$ cat config.mk
export PLATFORM = sky130hd
export DESIGN_NAME = uart_tx
export DESIGN_NICKNAME = d
export VERILOG_FILES = /design/src/ramio_pkg.sv /design/src/uart_tx.sv
export SDC_FILE = /design/constraint.sdc
export NUM_CORES = 1
export LEC_CHECK = 0
export ABC_AREA = 0
export CELL_PAD_IN_SITES_DETAIL_PLACEMENT = 1
export CELL_PAD_IN_SITES_GLOBAL_PLACEMENT = 2
export CORE_ASPECT_RATIO = 1.75
export CORE_MARGIN = 3
export CORE_UTILIZATION = 35
export DETAILED_ROUTE_END_ITERATION = 10
export DONT_BUFFER_PORTS = 1
export PLACE_DENSITY = 0.75
export SYNTH_ARGS = -nofsm -noshare
export SYNTH_HDL_FRONTEND = slang
export SYNTH_SLANG_ARGS = --single-unit
$ cat constraint.sdc
create_clock -name clk -period 1.8 [get_ports clk]
set_input_delay 0 -clock clk [delete_from_list [all_inputs] [get_ports clk]]
set_output_delay 0 -clock clk [all_outputs]
set_load 0.02 [all_outputs]
$ cat src/ramio_pkg.sv
//////////////////////////////////////////////////////////////////////
// ramio shared definitions
// address map, RAM geometry, UART bit timing and access-type codes
//////////////////////////////////////////////////////////////////////
`default_nettype none

package ramio_pkg;

  // client and RAM data path
  localparam int unsigned data_width = 32;
  localparam int unsigned addr_width = 32;

  // 256 words of local RAM
  localparam int unsigned ram_word_bits = 8;

  // I/O registers at the top of the address space
  // led: 0 is on, 1 is off
  localparam logic [addr_width-1:0] addr_led      = 32'hffff_fffc;
  localparam logic [addr_width-1:0] addr_uart_out = 32'hffff_fff8;
  localparam logic [addr_width-1:0] addr_uart_in  = 32'hffff_fff4;

  // short bit time, sized for simulation
  localparam int unsigned clocks_per_bit = 8;

  // low two bits of read_type, bit 2 asks for sign extension
  localparam logic [1:0] read_none = 2'b00;
  localparam logic [1:0] read_byte = 2'b01;
  localparam logic [1:0] read_half = 2'b10;
  localparam logic [1:0] read_word = 2'b11;

  // write_type codes
  localparam logic [1:0] write_none = 2'b00;
  localparam logic [1:0] write_byte = 2'b01;
  localparam logic [1:0] write_half = 2'b10;
  localparam logic [1:0] write_word = 2'b11;

  // idle UART register reads back as -1
  localparam logic [data_width-1:0] io_idle = '1;

endpackage

`default_nettype wire
$ cat src/uart_tx.sv
//////////////////////////////////////////////////////////////////////
// UART transmitter, 8N1
// one frame per go request, busy while the frame is on the line
//////////////////////////////////////////////////////////////////////
`timescale 1ns/1ps
`default_nettype none

module uart_tx
  import ramio_pkg::*;
(
  input  wire        clk,
  input  wire        rst_n,
  input  wire        go,
  input  wire  [7:0] data,
  output logic       tx,
  output logic       busy
);

  localparam int unsigned cnt_w = $clog2(clocks_per_bit);
  localparam logic [cnt_w-1:0] last_cnt = cnt_w'(clocks_per_bit - 1);

  logic [cnt_w-1:0] cyc;
  logic [3:0]       bit_cnt;
  logic [8:0]       shift;
  logic             armed;
  logic             start;
  logic             bit_end;

  // a new frame needs go to have been low since the last one
  assign start   = !busy && go && armed;
  assign bit_end = busy && (cyc == last_cnt);

  always_ff @(posedge clk) begin
    if (!rst_n) begin
      busy    <= 1'b0;
      tx      <= 1'b1;
      armed   <= 1'b1;
      cyc     <= '0;
      bit_cnt <= '0;
    end else begin
      if (!go) armed <= 1'b1;
      if (start) begin
        // start bit goes out right away
        busy    <= 1'b1;
        armed   <= 1'b0;
        tx      <= 1'b0;
        cyc     <= '0;
        bit_cnt <= '0;
      end else if (bit_end) begin
        cyc <= '0;
        if (bit_cnt == 4'd9) begin
          // end of stop bit, back to idle
          busy <= 1'b0;
          tx   <= 1'b1;
        end else begin
          tx      <= shift[0];
          bit_cnt <= bit_cnt + 1'b1;
        end
      end else if (busy) begin
        cyc <= cyc + 1'b1;
      end
    end
  end

  // byte plus stop bit, shifted LSB first
  always_ff @(posedge clk) begin
    if (start) begin
      shift <= {1'b1, data};
    end else if (bit_end && bit_cnt != 4'd9) begin
      shift <= {1'b1, shift[8:1]};
    end
  end

  a_idle_line_high : assert property (
    @(posedge clk) disable iff (!rst_n) !busy |-> tx
  ) else $error("uart_tx: line low while idle");

endmodule

`default_nettype wire

==> reports/results.tsv <==
stage	metric	value	unit
pwr	Max VDD drop	0.000517	V
final_layout	FILL cells	238	
placed_design	routability cong.	0.715	
sta	Worst Tran Pin Value	0.240	ns
clock_tree	hold_buf cts	11	
die	Die H	70.5	microns
logic_synthesis	number of synthesized register bits	18	
worst_setup_path	Worst EP required	1.81	ns
detailed_routing	vias per cell	5.13	
sta	Final Hold Vio Count	0	
clock_tree	clock buffer depth	2	
final_layout	commonest non-fill, non-tap cell in the layout	dlygate4sd3_1	
worst_setup_path	Crit. Startpoint	cyc[0]	
detailed_routing	antenna viol nets, final	0	
logic_synthesis	Warnings, synthesis	0	
logic_synthesis	largest cells by area after synthesis	edfxtp_1, dfxtp_1, mux2_1	
sta	clock skew	0.00646	ns
detailed_routing	via count	564	
logic_synthesis	Compound-Gate Fraction of Synth Area	0.0934	
clock_tree	H-Tree Depth	1	
worst_setup_path	WP data arrival	1.56	ns
placed_design	IO buf count	0	
worst_setup_path	reg-to-reg endpoint	shift[1]	
worst_setup_path	flop-to-flop setup slack	0.26	ns
pwr	Leak	0.368	nW
sta	setup_tns	0	ns
worst_setup_path	crit start category	register	
global_routing	first-pass GRT wire length	2.75	mm
logic_synthesis	Synth area leader	edfxtp_1	
detailed_routing	DRC	0	
logic_synthesis	mux cell area share after synthesis	0.119	
final_layout	Final Non-Filler Cells	110	
logic_synthesis	post-synth top area share	0.289	
placed_design	HPWL after DPL	1.17	mm
final_layout	layout cell share with drive strength beyond 1	0.116	
sta	unrepaired setup endpoints after global routing	false	
sta	slew margin rel.	0.839	
status	status	completed	
final_layout	Reg area	440	sq um
logic_synthesis	post-synthesis cell count	70	
die	Row Count	22	
logic_synthesis	Mapped Avg Cell Area	11.9	sq um
sta	Final min period	1.54	ns
die	Initial Utilization	0.382	
clock_tree	CTS buffer count	3	
logic_synthesis	Synth Area in Simple Gates	0.169	
min_path	hold path startpoint	go	
detailed_routing	DR iter-0 viols	4	
detailed_routing	Avg WL per Cell	14.4	microns
sta	Finish-stage setup viols	0	
logic_synthesis	Post-Synth XOR/XNOR Area	0	
global_routing	Global Route Usage Sum	0.123	
die	I/O pin count	13	
min_path	hold path depth	2	
die	area of the die	3020	sq um
clock_tree	clk sinks	18	
clock_tree	postcts setup bufs	0	
worst_setup_path	crit-path max FO	8	
clock_tree	clock latency at the later pin of the worst-skew pair	0.30	ns
clock_tree	CTS tree	done	
sta	Final Max Slew Viols	0	
logic_synthesis	register area share after synthesis	0.530	
worst_setup_path	reg2reg start	cyc[0]	
clock_tree	clock root cell	clkbuf_4	
global_routing	vias in the first global route	617	
final_layout	commonest cells after routing, fill and taps aside	dlygate4sd3_1, dfxtp_1, edfxtp_1, mux2_1, a21oi_1	
global_routing	pin count of the biggest net entering global routing	13	
min_path	WHS Endpoint	armed	
detailed_routing	DRT Pass-1 Iters	3	
global_routing	initial antenna violation count	0	
logic_synthesis	Netlist cell types	24	
worst_setup_path	CP Capture Type	register	
min_path	Tightest Hold Check Type	input port to register	
logic_synthesis	Mapped Area	831	sq um
final_layout	P&R area growth vs syn	20.8	%
logic_synthesis	Adder-Cell Fraction of Synth Area	0.0602	
detailed_routing	wirelength, routed	1.58	mm
global_routing	grt total ovfl	0	
die	Die W	42.8	microns
final_layout	antenna cells	0	
sta	Max Fclk	648	MHz
final_layout	multi-input logic area	367	sq um
clock_tree	Worst-path clk slew	0.10	ns
placed_design	Cells after DPL	95	
logic_synthesis	Mapped Nets	85	
clock_tree	Post-CTS Resized	0	
sta	crit share post-route	0.858	
run	maximum capacitance violations	0	
pwr	power per cell area	751	nW/um^2
die	core area	2170	sq um
worst_setup_path	Setup CP Type	register to register	
final_layout	Final nets	102	
logic_synthesis	largest family of logic cells by synthesized area	simple AND/OR/NAND/NOR gates	
worst_setup_path	FF-to-FF path depth	5	
==> sequential cells by signal, indices dropped and copies added, names as in the netlist <==
register  flops
bit_cnt       4
busy          1
cyc           3
armed         1
tx            1
shift         8
==> power breakdown <==
group | total, W | switching, W | leakage, nW | internal, W
registers | 0.000463 | 0.0000119 | 0.155 | 0.000451
clock network | 0.000204 | 0.000123 | 0.0154 | 0.0000808
logic | 0.0000866 | 0.0000399 | 0.197 | 0.0000467
==> kinds of logic (layout without fill, tap and decap cells) <==
kind of cell	after synthesis	after routing
simple gates	21	21
compound gates	14	14
fa+ha+maj	4	4
flops	18	18
mux	9	9
buf+inv	4	20
==> Yosys cell counts, drive strengths merged <==
master   n
a21oi    7
a311oi   2
and2     1
and3b    1
buf      2
dfxtp   10
edfxtp   8
ha       4
inv      2
mux2     7
mux2i    2
nand2    3
nand2b   2
nand3    3
nand3b   4
nor2     3
nor3     1
o21ai    5
or2      1
or3      2
==> worst max-delay path by stage <==
stage,to
4_1_cts,shift[1]
5_1_grt,shift[1]
3_5_place_dp,shift[1]
3_3_place_gp,shift[1]
2_1_floorplan,shift[0]
6_report,shift[1]
==> critical path, cell delays in order (launching register included) <==
cell and delay, ns:
dfxtp_1 0.37, ha_1 0.16, ha_1 0.28, nand2_2 0.12, o21ai_1 0.15, buf_4 0.18
==> per-stage QoR <==
stage               total power [W]  instance area, sq um  utilization  setup WS [ns]  hold WS (ns)
finish                     0.000754                  1000        0.461          0.256         0.355
global route               0.000791                  1000        0.461          0.127         0.366
CTS                        0.000766                  1000        0.461          0.265         0.316
detailed placement         0.000540                   867        0.399          0.293        0.0821
global placement           0.000538                   867        0.399          0.318        0.0745
floorplan                  0.000523                   831            -          0.191        0.0718
==> layer usage <==
| metal | up-vias | track usage | part of all wire |
|---|---|---|---|
| met5 | - | 0 | 0 |
| met4 | 0 | 0.0830 | 0.029 |
| met3 | 5 | 0.0284 | 0.030 |
| met2 | 11 | 0.217 | 0.56 |
| met1 | 261 | 0.120 | 0.38 |
| li1 | 287 | - | - |
==> layout make-up <==
class | instances | share of cell area
clock buffer | 3 | 0.0224
tap | 24 | 0.0299
timing repair buffer | 14 | 0.132
multi-input combinational | 48 | 0.365
clock inverter | 1 | 0.00374
sequential | 18 | 0.439
inverter | 2 | 0.00748
Note: power is estimated with default switching activity, not from simulation.
