File: src/ramio_pkg.sv
//////////////////////////////////////////////////////////////////////
// ramio shared definitions
// address map, RAM geometry, UART bit timing and access-type codes
//////////////////////////////////////////////////////////////////////
`default_nettype none

package ramio_pkg;

  // client and RAM data path
  localparam int unsigned data_width = 32;
  localparam int unsigned addr_width = 32;

  // 256 words of local RAM
  localparam int unsigned ram_word_bits = 8;

  // I/O registers at the top of the address space
  // led: 0 is on, 1 is off
  localparam logic [addr_width-1:0] addr_led      = 32'hffff_fffc;
  localparam logic [addr_width-1:0] addr_uart_out = 32'hffff_fff8;
  localparam logic [addr_width-1:0] addr_uart_in  = 32'hffff_fff4;

  // short bit time, sized for simulation
  localparam int unsigned clocks_per_bit = 8;

  // low two bits of read_type, bit 2 asks for sign extension
  localparam logic [1:0] read_none = 2'b00;
  localparam logic [1:0] read_byte = 2'b01;
  localparam logic [1:0] read_half = 2'b10;
  localparam logic [1:0] read_word = 2'b11;

  // write_type codes
  localparam logic [1:0] write_none = 2'b00;
  localparam logic [1:0] write_byte = 2'b01;
  localparam logic [1:0] write_half = 2'b10;
  localparam logic [1:0] write_word = 2'b11;

  // idle UART register reads back as -1
  localparam logic [data_width-1:0] io_idle = '1;

endpackage

`default_nettype wire
File: src/uart_rx.sv
//////////////////////////////////////////////////////////////////////
// UART receiver, 8N1
// samples mid-bit, holds the byte until go drops as acknowledge
//////////////////////////////////////////////////////////////////////
`timescale 1ns/1ps
`default_nettype none

module uart_rx
  import ramio_pkg::*;
(
  input  wire        clk,
  input  wire        rst_n,
  input  wire        rx,
  input  wire        go,
  output logic [7:0] data,
  output logic       data_ready
);

  localparam int unsigned cnt_w = $clog2(clocks_per_bit);
  localparam logic [cnt_w-1:0] last_cnt = cnt_w'(clocks_per_bit - 1);
  localparam logic [cnt_w-1:0] half_cnt = cnt_w'(clocks_per_bit / 2 - 1);

  typedef enum logic [2:0] {st_idle, st_start, st_data, st_stop, st_done} state_t;

  state_t           state;
  logic             rx_meta;
  logic             rx_sync;
  logic [cnt_w-1:0] cnt;
  logic [2:0]       bit_idx;
  logic             bit_end;

  // mid-bit point of a data bit
  assign bit_end = (cnt == last_cnt);

  always_ff @(posedge clk) begin
    if (!rst_n) begin
      rx_meta    <= 1'b1;
      rx_sync    <= 1'b1;
      state      <= st_idle;
      cnt        <= '0;
      bit_idx    <= '0;
      data_ready <= 1'b0;
    end else begin
      // two-flop synchronizer, line idles high
      rx_meta <= rx;
      rx_sync <= rx_meta;
      cnt     <= cnt + 1'b1;
      case (state)
        st_idle: begin
          cnt <= '0;
          if (go && !rx_sync) state <= st_start;
        end
        st_start: begin
          // recheck in the middle of the start bit
          if (cnt == half_cnt) begin
            cnt     <= '0;
            bit_idx <= '0;
            state   <= rx_sync ? st_idle : st_data;
          end
        end
        st_data: begin
          if (bit_end) begin
            cnt     <= '0;
            bit_idx <= bit_idx + 1'b1;
            if (bit_idx == 3'd7) state <= st_stop;
          end
        end
        st_stop: begin
          // framing error drops the byte
          if (bit_end) begin
            cnt        <= '0;
            data_ready <= rx_sync;
            state      <= rx_sync ? st_done : st_idle;
          end
        end
        default: begin
          // wait for the acknowledge
          if (!go) begin
            data_ready <= 1'b0;
            state      <= st_idle;
          end
        end
      endcase
    end
  end

  // data bits arrive LSB first
  always_ff @(posedge clk) begin
    if (state == st_data && bit_end) data <= {rx_sync, data[7:1]};
  end

endmodule

`default_nettype wire

File: config.mk
export PLATFORM = sky130hd
export DESIGN_NAME = uart_rx
export DESIGN_NICKNAME = d
export VERILOG_FILES = /design/src/ramio_pkg.sv /design/src/uart_rx.sv
export SDC_FILE = /design/constraint.sdc
export NUM_CORES = 1
export LEC_CHECK = 0
export ABC_AREA = 1
export BUFFER_PORTS_ARGS = -buffer_cell sky130_fd_sc_hd__clkbuf_2
export CAP_MARGIN = 20
export CORE_ASPECT_RATIO = 1.1
export CORE_MARGIN = 2
export CORE_UTILIZATION = 50
export CTS_CLUSTER_SIZE = 25
export DETAILED_ROUTE_END_ITERATION = 8
export PLACE_DENSITY = 0.79
export SYNTH_ARGS = -nofsm -noshare
export SYNTH_HDL_FRONTEND = slang
export SYNTH_SLANG_ARGS = --single-unit
File: constraint.sdc
create_clock -name clk -period 2.7 [get_ports clk]
set_clock_uncertainty 0.05 [all_clocks]
set_input_delay 0 -clock clk [delete_from_list [all_inputs] [get_ports clk]]
set_output_delay 0 -clock clk [all_outputs]
set_load 0.01 [all_outputs]
==> impl_summary.txt, run 1 <==
----------------------------------------------------
[Clock network]
  Worst-skew pair later-pin latency ... 0.30 ns
  Setup bufs post-CTS ... 0
  CTS tree ... built
  Clock Sink Count ... 20
  Clock transition at the register clock pins on the worst setup and hold paths after CTS ... 0.11 ns
  Number of buffers inserted during clock tree synthesis ... 3
  Clock Root Buffer ... sky130_fd_sc_hd__clkbuf_4
  Post-CTS Hold Fix Bufs ... 3
  CTS-repair resized insts ... 0
  Maximum clock insertion buffer count ... 2
  H-tree levels ... 1

[Die]
  CORE AREA ... 1842 um2
  Height of the die ... 50.90 um
  Area of the die ... 2373 um2
  Die width ... 46.64 um
  Number of rows in the core area ... 16
  Initial core utilization ... 54.28%
  Number of primary I/O pins ... 13

[Routing]
  Antenna violation net count after detailed routing ... 0
  Total via count in the routed design ... 778
  Wire per inst ... 11.52 um
  DRT Pass-1 Iters ... 4
  Number of remaining DRC errors ... 0
  DRT iter0 DRCs ... 29
  Number of vias per cell ... 4.863
  Wirelength, routed ... 1843 um

[Power]
  Leakage ... 0.5460 nW
  Peak VDD IR ... 459.2 uV
  Power density over cell area ... 682.2 nW/um2

[Logic synthesis]
  Count of flip-flops with a built-in enable after synthesis ... 8
  Prevailing post-synth register cell ... sky130_fd_sc_hd__dfxtp_1
  Share of the yosys chip area belonging to registers ... 48.06%
  Netlist area before placement ... 999.7 um2
  Synthesized netlist net count ... 128
  Cells after synthesis ... 116
  Yosys warnings ... 0
  Async set or reset register ratio after synthesis ... 0%
  Number of flip-flops and latches in the synthesized netlist ... 20
  Number of distinct library cell variants in the gate-level netlist after synthesis ... 22
  Average size of a mapped cell ... 8.618 um2

[Final layout]
  Commonest non-fill, non-tap cells in the layout ... 27 x sky130_fd_sc_hd__nand2_1, 19 x sky130_fd_sc_hd__inv_1, 13 x sky130_fd_sc_hd__nor2_1
  Area growth from synthesis to final layout ... 14.14%
  Most common cell after layout, fill and taps aside ... sky130_fd_sc_hd__nand2_1
  Ratio of cells with drive above 1 in the final layout ... 20.30%
  Number of nets in the layout ... 146
  Antenna cells ... 0

[Hold path]
  Endpoint, Worst Hold ... rx_meta$_SDFF_PN1_
  Type of the worst min-delay path ... in2reg
  Number of cells traversed by the worst hold path ... 3
  Beginning of the worst hold path ... rx

[STA]
  Worst slew pin tran ... 0.6049 ns
  Final Max Slew Viols ... 0
  Final hold violation count ... 0
  Hold WS ... 0.3632 ns
  Minimum clock period after layout ... 1.758 ns
  Least setup slack across all paths after layout ... 0.9422 ns
  Count of endpoints failing setup in the final report ... 0
  Highest attainable clock frequency ... 568.9 MHz
  Final period util ... 65.10%
  Post-route setup TNS ... 0 ns
  Max-slew headroom ... 59.53%
  Setup repair after global routing missed its margin ... false

[Global routing]
  First-pass GRT wire length ... 3180 um
  Total track usage ... 19.02%
  Vias in the first global route ... 728
  Final global-route overflow total ... 0
  Antenna violations before repair ... 0
  Largest net degree at the start of global routing ... 12

[Setup path]
  Critical path data arrival time ... 1.66 ns
  Critical Path Sink Type ... register
  Crit path kind ... reg2reg
  R2r endpoint ... data[2]$_DFFE_PP_
  Path depth of the worst reg2reg path ... 4
  Worst reg2reg path startpoint ... cnt[0]$_SDFF_PN0_
  CP Launch Type ... register
  Max Fanout on Critical Path ... 8
  Worst reg2reg setup slack ... 0.94 ns
  Data required, critical path ... 2.60 ns

[Placement]
  Number of I/O port buffers ... 12
  Setup slack at placement ... 0.9633 ns
  Weighted congestion reported at the end of routability-driven placement ... 0.8297
  Post-detail-place hpwl ... 1388 um

[Run status]
  Status ... finished clean

[Job]
  Max-cap violations ... 0

----------------------------------------------------
[state kept, by name, indices dropped and copies added (netlist names)]
register,count
rx_sync,1
data,8
bit_idx,3
cnt,3
rx_meta,1
state,3
data_ready,1
[metrics by stage]
step           std cells  instance area (um2)  utilization [%]  total power [mW]
2_1_floorplan        116                999.7                -            0.5623
3_3_place_gp         153                 1075            58.36            0.5906
3_5_place_dp         153                 1075            58.36            0.6036
4_1_cts              160                 1141            61.96            0.7829
5_1_grt              160                 1141            61.96            0.8361
6_report             160                 1141            61.96            0.7784
[report_power, final]
part	leakage (nW)	switching, mW	internal, mW	total (mW)
combinational	0.355	0.144	0.0856	0.229
sequential	0.170	0.0340	0.341	0.375
clock	0.0210	0.0919	0.0823	0.174
[cells in the mapped netlist (2+ instances only)]
| cell | count | area, um2 |
|---|---|---|
| sky130_fd_sc_hd__nand2_1 | 27 | 101.4 |
| sky130_fd_sc_hd__nor2_1 | 13 | 48.80 |
| sky130_fd_sc_hd__o21ai_0 | 3 | 15.01 |
| sky130_fd_sc_hd__nand3_1 | 4 | 20.02 |
| sky130_fd_sc_hd__ha_1 | 8 | 100.1 |
| sky130_fd_sc_hd__or2_2 | 2 | 12.51 |
| sky130_fd_sc_hd__inv_1 | 19 | 71.32 |
| sky130_fd_sc_hd__dfxtp_1 | 12 | 240.2 |
| sky130_fd_sc_hd__a21oi_1 | 5 | 25.02 |
| sky130_fd_sc_hd__nand2_2 | 3 | 18.77 |
| sky130_fd_sc_hd__nor2_4 | 2 | 22.52 |
| sky130_fd_sc_hd__edfxtp_1 | 8 | 240.2 |
[final cells by class]
cell class,count,area [um2]
Timing Repair Buffer,15,90.09
Clock buffer,4,36.28
Multi-Input combinational cell,74,425.4
Tap cell,27,33.78
Sequential cell,20,480.5
Fill cell,161,700.7
Inverter,20,75.07
[how the worst max path moves through the flow]
stage | end | from | cells after the start | slack (ns)
finish | data[2]$_DFFE_PP_ | cnt[0]$_SDFF_PN0_ | 4 | 0.94
detailed placement | data[6]$_DFFE_PP_ | cnt[0]$_SDFF_PN0_ | 4 | 0.96
floorplan | data[0]$_DFFE_PP_ | cnt[0]$_SDFF_PN0_ | 4 | 1.14
CTS | data[2]$_DFFE_PP_ | cnt[0]$_SDFF_PN0_ | 4 | 0.94
global route | data[2]$_DFFE_PP_ | cnt[0]$_SDFF_PN0_ | 4 | 0.81
global placement | data[2]$_DFFE_PP_ | cnt[0]$_SDFF_PN0_ | 4 | 1.02
[worst max-delay path, cell delays in order (launching register included)]
cell and delay (ns):
sky130_fd_sc_hd__dfxtp_1 0.35, sky130_fd_sc_hd__ha_1 0.25, sky130_fd_sc_hd__ha_1 0.20, sky130_fd_sc_hd__inv_1 0.06, sky130_fd_sc_hd__nor2_1 0.48
[kinds of logic (layout without fill, tap and decap cells)]
logic type      count (synthesis)  count (layout)  synth area share (%)
compound gates                 11              11                 6.007
fa+ha+maj                       8               8                 10.01
buf+inv                        22              39                 9.387
flops                          20              20                 48.06
simple gates                   55              55                 26.53
[routing by layer]
layer | routed length (um) | global-route usage, % | part of all wire (%) | vias up
met1 | 807 | 23.06 | 44 | 357
met4 | 16 | 5.556 | 0.87 | 0
li1 | - | - | - | 394
met3 | 108 | 6.360 | 5.9 | 2
met5 | 0 | 0 | 0 | -
met2 | 911 | 31.48 | 49 | 25
No activity file was read; power rests on OpenSTA's default activity.
==> run 2, diff against run 1 <==
==> constraint.sdc (replaced) <==
create_clock -name clk -period 1.75 [get_ports clk]
set_clock_uncertainty 0.05 [all_clocks]
set_input_delay 0 -clock clk [delete_from_list [all_inputs] [get_ports clk]]
set_output_delay 0 -clock clk [all_outputs]
set_load 0.01 [all_outputs]
==> run 2 against run 1 <==
Fmax rose by 17%. Sequential share of layout area fell by 0.86 points. Critical endpoint is now state[0]$_SDFFE_PN0P_. Largest power group unchanged. Critical path depth rose by 5. Cell count rose by 0.63%. First-iteration DRC count fell by 69%. Worst hold slack improved by 0.0035 ns. Clock power rose by 120%. Global-route usage fell by 1.4 points.
==> impl_summary.txt, run 2 (synthesis results as in run 1) <==
----------------------------------------------------
[Run status]
  Status ... finished clean

[Die]
  Height of the die ... 50.90 um
  Die width ... 46.64 um
  CORE AREA ... 1842 um2
  Number of primary I/O pins ... 13
  Number of rows in the core area ... 16
  Area of the die ... 2373 um2
  Initial core utilization ... 54.28%

[Routing]
  Wire per inst ... 10.84 um
  DRT iter0 DRCs ... 9
  Number of remaining DRC errors ... 0
  Antenna violation net count after detailed routing ... 0
  Number of vias per cell ... 4.764
  DRT Pass-1 Iters ... 4
  Total via count in the routed design ... 767
  Wirelength, routed ... 1745 um

[Final layout]
  Number of nets in the layout ... 147
  Count of placed standard cells in the final layout, fillers left out ... 161
  Register name with the most flops ... data
  Antenna cells ... 0
  Max reg flops ... 8
  Ratio of cells with drive above 1 in the final layout ... 20.90%
  Area growth from synthesis to final layout ... 16.52%
  Number of inserted filler cells in the final layout ... 161
  Most common cell after layout, fill and taps aside ... sky130_fd_sc_hd__nand2_1
  Final design area excluding fillers ... 1165 um2
  Commonest non-fill, non-tap cells in the layout ... 27 x sky130_fd_sc_hd__nand2_1, 19 x sky130_fd_sc_hd__inv_1, 13 x sky130_fd_sc_hd__nor2_1

[Clock network]
  Clock Root Buffer ... sky130_fd_sc_hd__clkbuf_4
  Worst-skew pair later-pin latency ... 0.30 ns
  Setup bufs post-CTS ... 0
  Maximum clock insertion buffer count ... 2
  Number of buffers inserted during clock tree synthesis ... 3
  Clock transition at the register clock pins on the worst setup and hold paths after CTS ... 0.12 ns
  Clock Sink Count ... 20
  H-tree levels ... 1
  CTS tree ... built

[Hold path]
  Type of the worst min-delay path ... reg2reg

[STA]
  Final Max Slew Viols ... 0
  Hold WS ... 0.3667 ns
  Highest attainable clock frequency ... 667.2 MHz
  Minimum clock period after layout ... 1.499 ns
  Setup repair after global routing missed its margin ... false
  Max-slew headroom ... 71.11%
  Post-route setup TNS ... 0 ns
  Count of endpoints failing setup in the final report ... 0
  Worst slew pin tran ... 0.4328 ns
  Final hold violation count ... 0
  Final period util ... 85.64%

[Setup path]
  Max Fanout on Critical Path ... 5
  Largest stage delay on the critical path ... 0.35 ns
  Worst reg2reg setup slack ... 0.25 ns
  Crit path kind ... reg2reg
  Data required, critical path ... 1.91 ns
  Cells along the critical path ... ha_1, ha_1, inv_1, nand3_2, nand2_1, nor2_2, nand2_2, nor2_1, nor2_1
  Slowest stage cell, crit path ... sky130_fd_sc_hd__dfxtp_1
  Critical path data arrival time ... 1.65 ns
  CP Launch Type ... register
  Critical Path Sink Type ... register

[Global routing]
  Vias in the first global route ... 728
  Final global-route overflow total ... 0
  Total track usage ... 17.60%
  Antenna violations before repair ... 0
  First-pass GRT wire length ... 3001 um
  Largest net degree at the start of global routing ... 13

[Placement]
  Post-placement cell count ... 154
  Instance area after placement ... 1082 um2
  Weighted congestion reported at the end of routability-driven placement ... 0.8960
  Number of I/O port buffers ... 12
  Post-detail-place hpwl ... 1320 um

[Job]
  Max-cap violations ... 0

[Power]
  Peak VDD IR ... 1043 uV
  Leakage ... 0.5584 nW
  Power density over cell area ... 1118 nW/um2

----------------------------------------------------
-- run 2: changes by cell type in the layout (fill, tap and decap cells not counted) --
cell and delta:
sky130_fd_sc_hd__buf_4 +1, sky130_fd_sc_hd__bufinv_16 +1, sky130_fd_sc_hd__clkbuf_8 -1
-- run 2: worst paths after layout --
path / startpoint / end / cells past startpoint
worst max register to register: cnt[0]$_SDFF_PN0_ / state[0]$_SDFFE_PN0P_ / 9
worst min register to register: rx_meta$_SDFF_PN1_ / rx_sync$_SDFF_PN1_ / 1
worst min-delay path: rx_meta$_SDFF_PN1_ / rx_sync$_SDFF_PN1_ / 1
worst max-delay path: cnt[0]$_SDFF_PN0_ / state[0]$_SDFFE_PN0P_ / 9
-- run 2: area by class of cell --
| type | count | area, um2 | share of cell area [%] |
|---|---|---|---|
| Clock buffer | 3 | 22.52 | 1.933 |
| Sequential cell | 20 | 480.5 | 41.25 |
| Tap cell | 27 | 33.78 | 2.900 |
| Clock inverter | 1 | 30.03 | 2.578 |
| Multi-Input combinational cell | 74 | 425.4 | 36.52 |
| Timing Repair Buffer | 16 | 97.59 | 8.378 |
| Inverter | 20 | 75.07 | 6.445 |
-- run 2: metrics by stage --
step | utilization, % | setup WS (ns) | power [mW]
floorplan | - | 0.1904 | 0.8675
global placement | 58.76 | 0.3074 | 0.9121
detailed placement | 58.76 | 0.2767 | 0.9287
CTS | 63.25 | 0.2461 | 1.314
global route | 63.25 | 0.1072 | 1.401
finish | 63.25 | 0.2513 | 1.303
-- run 2: metal layers --
metal	vias to the layer above	part of all wire, %	track usage (%)
met4	0	0.97	4.630
met3	4	4.8	4.240
met2	17	50	30.09
met1	349	44	21.67
met5	-	0	0
li1	397	-	-
-- run 2: repair_timing --
item	4_1_cts	5_1_grt
hold endpoints to repair	7	0
setup endpoints to repair	0	0
hold buffers	3	0
gates resized for setup	0	0
-- run 2: power by group --
| part | total, mW | switching (mW) | internal (mW) |
|---|---|---|---|
| registers | 0.579 | 0.0527 | 0.526 |
| clock network | 0.375 | 0.143 | 0.231 |
| logic | 0.349 | 0.215 | 0.134 |
-- run 2: worst max-delay path: cells and delay by family (launching register included) --
| kind | cells | cell delay [ns] |
|---|---|---|
| and+or+nand+nor | 6 | 0.53 |
| adders and majority gates | 2 | 0.41 |
| DFF | 1 | 0.35 |
| buffers and inverters | 1 | 0.06 |
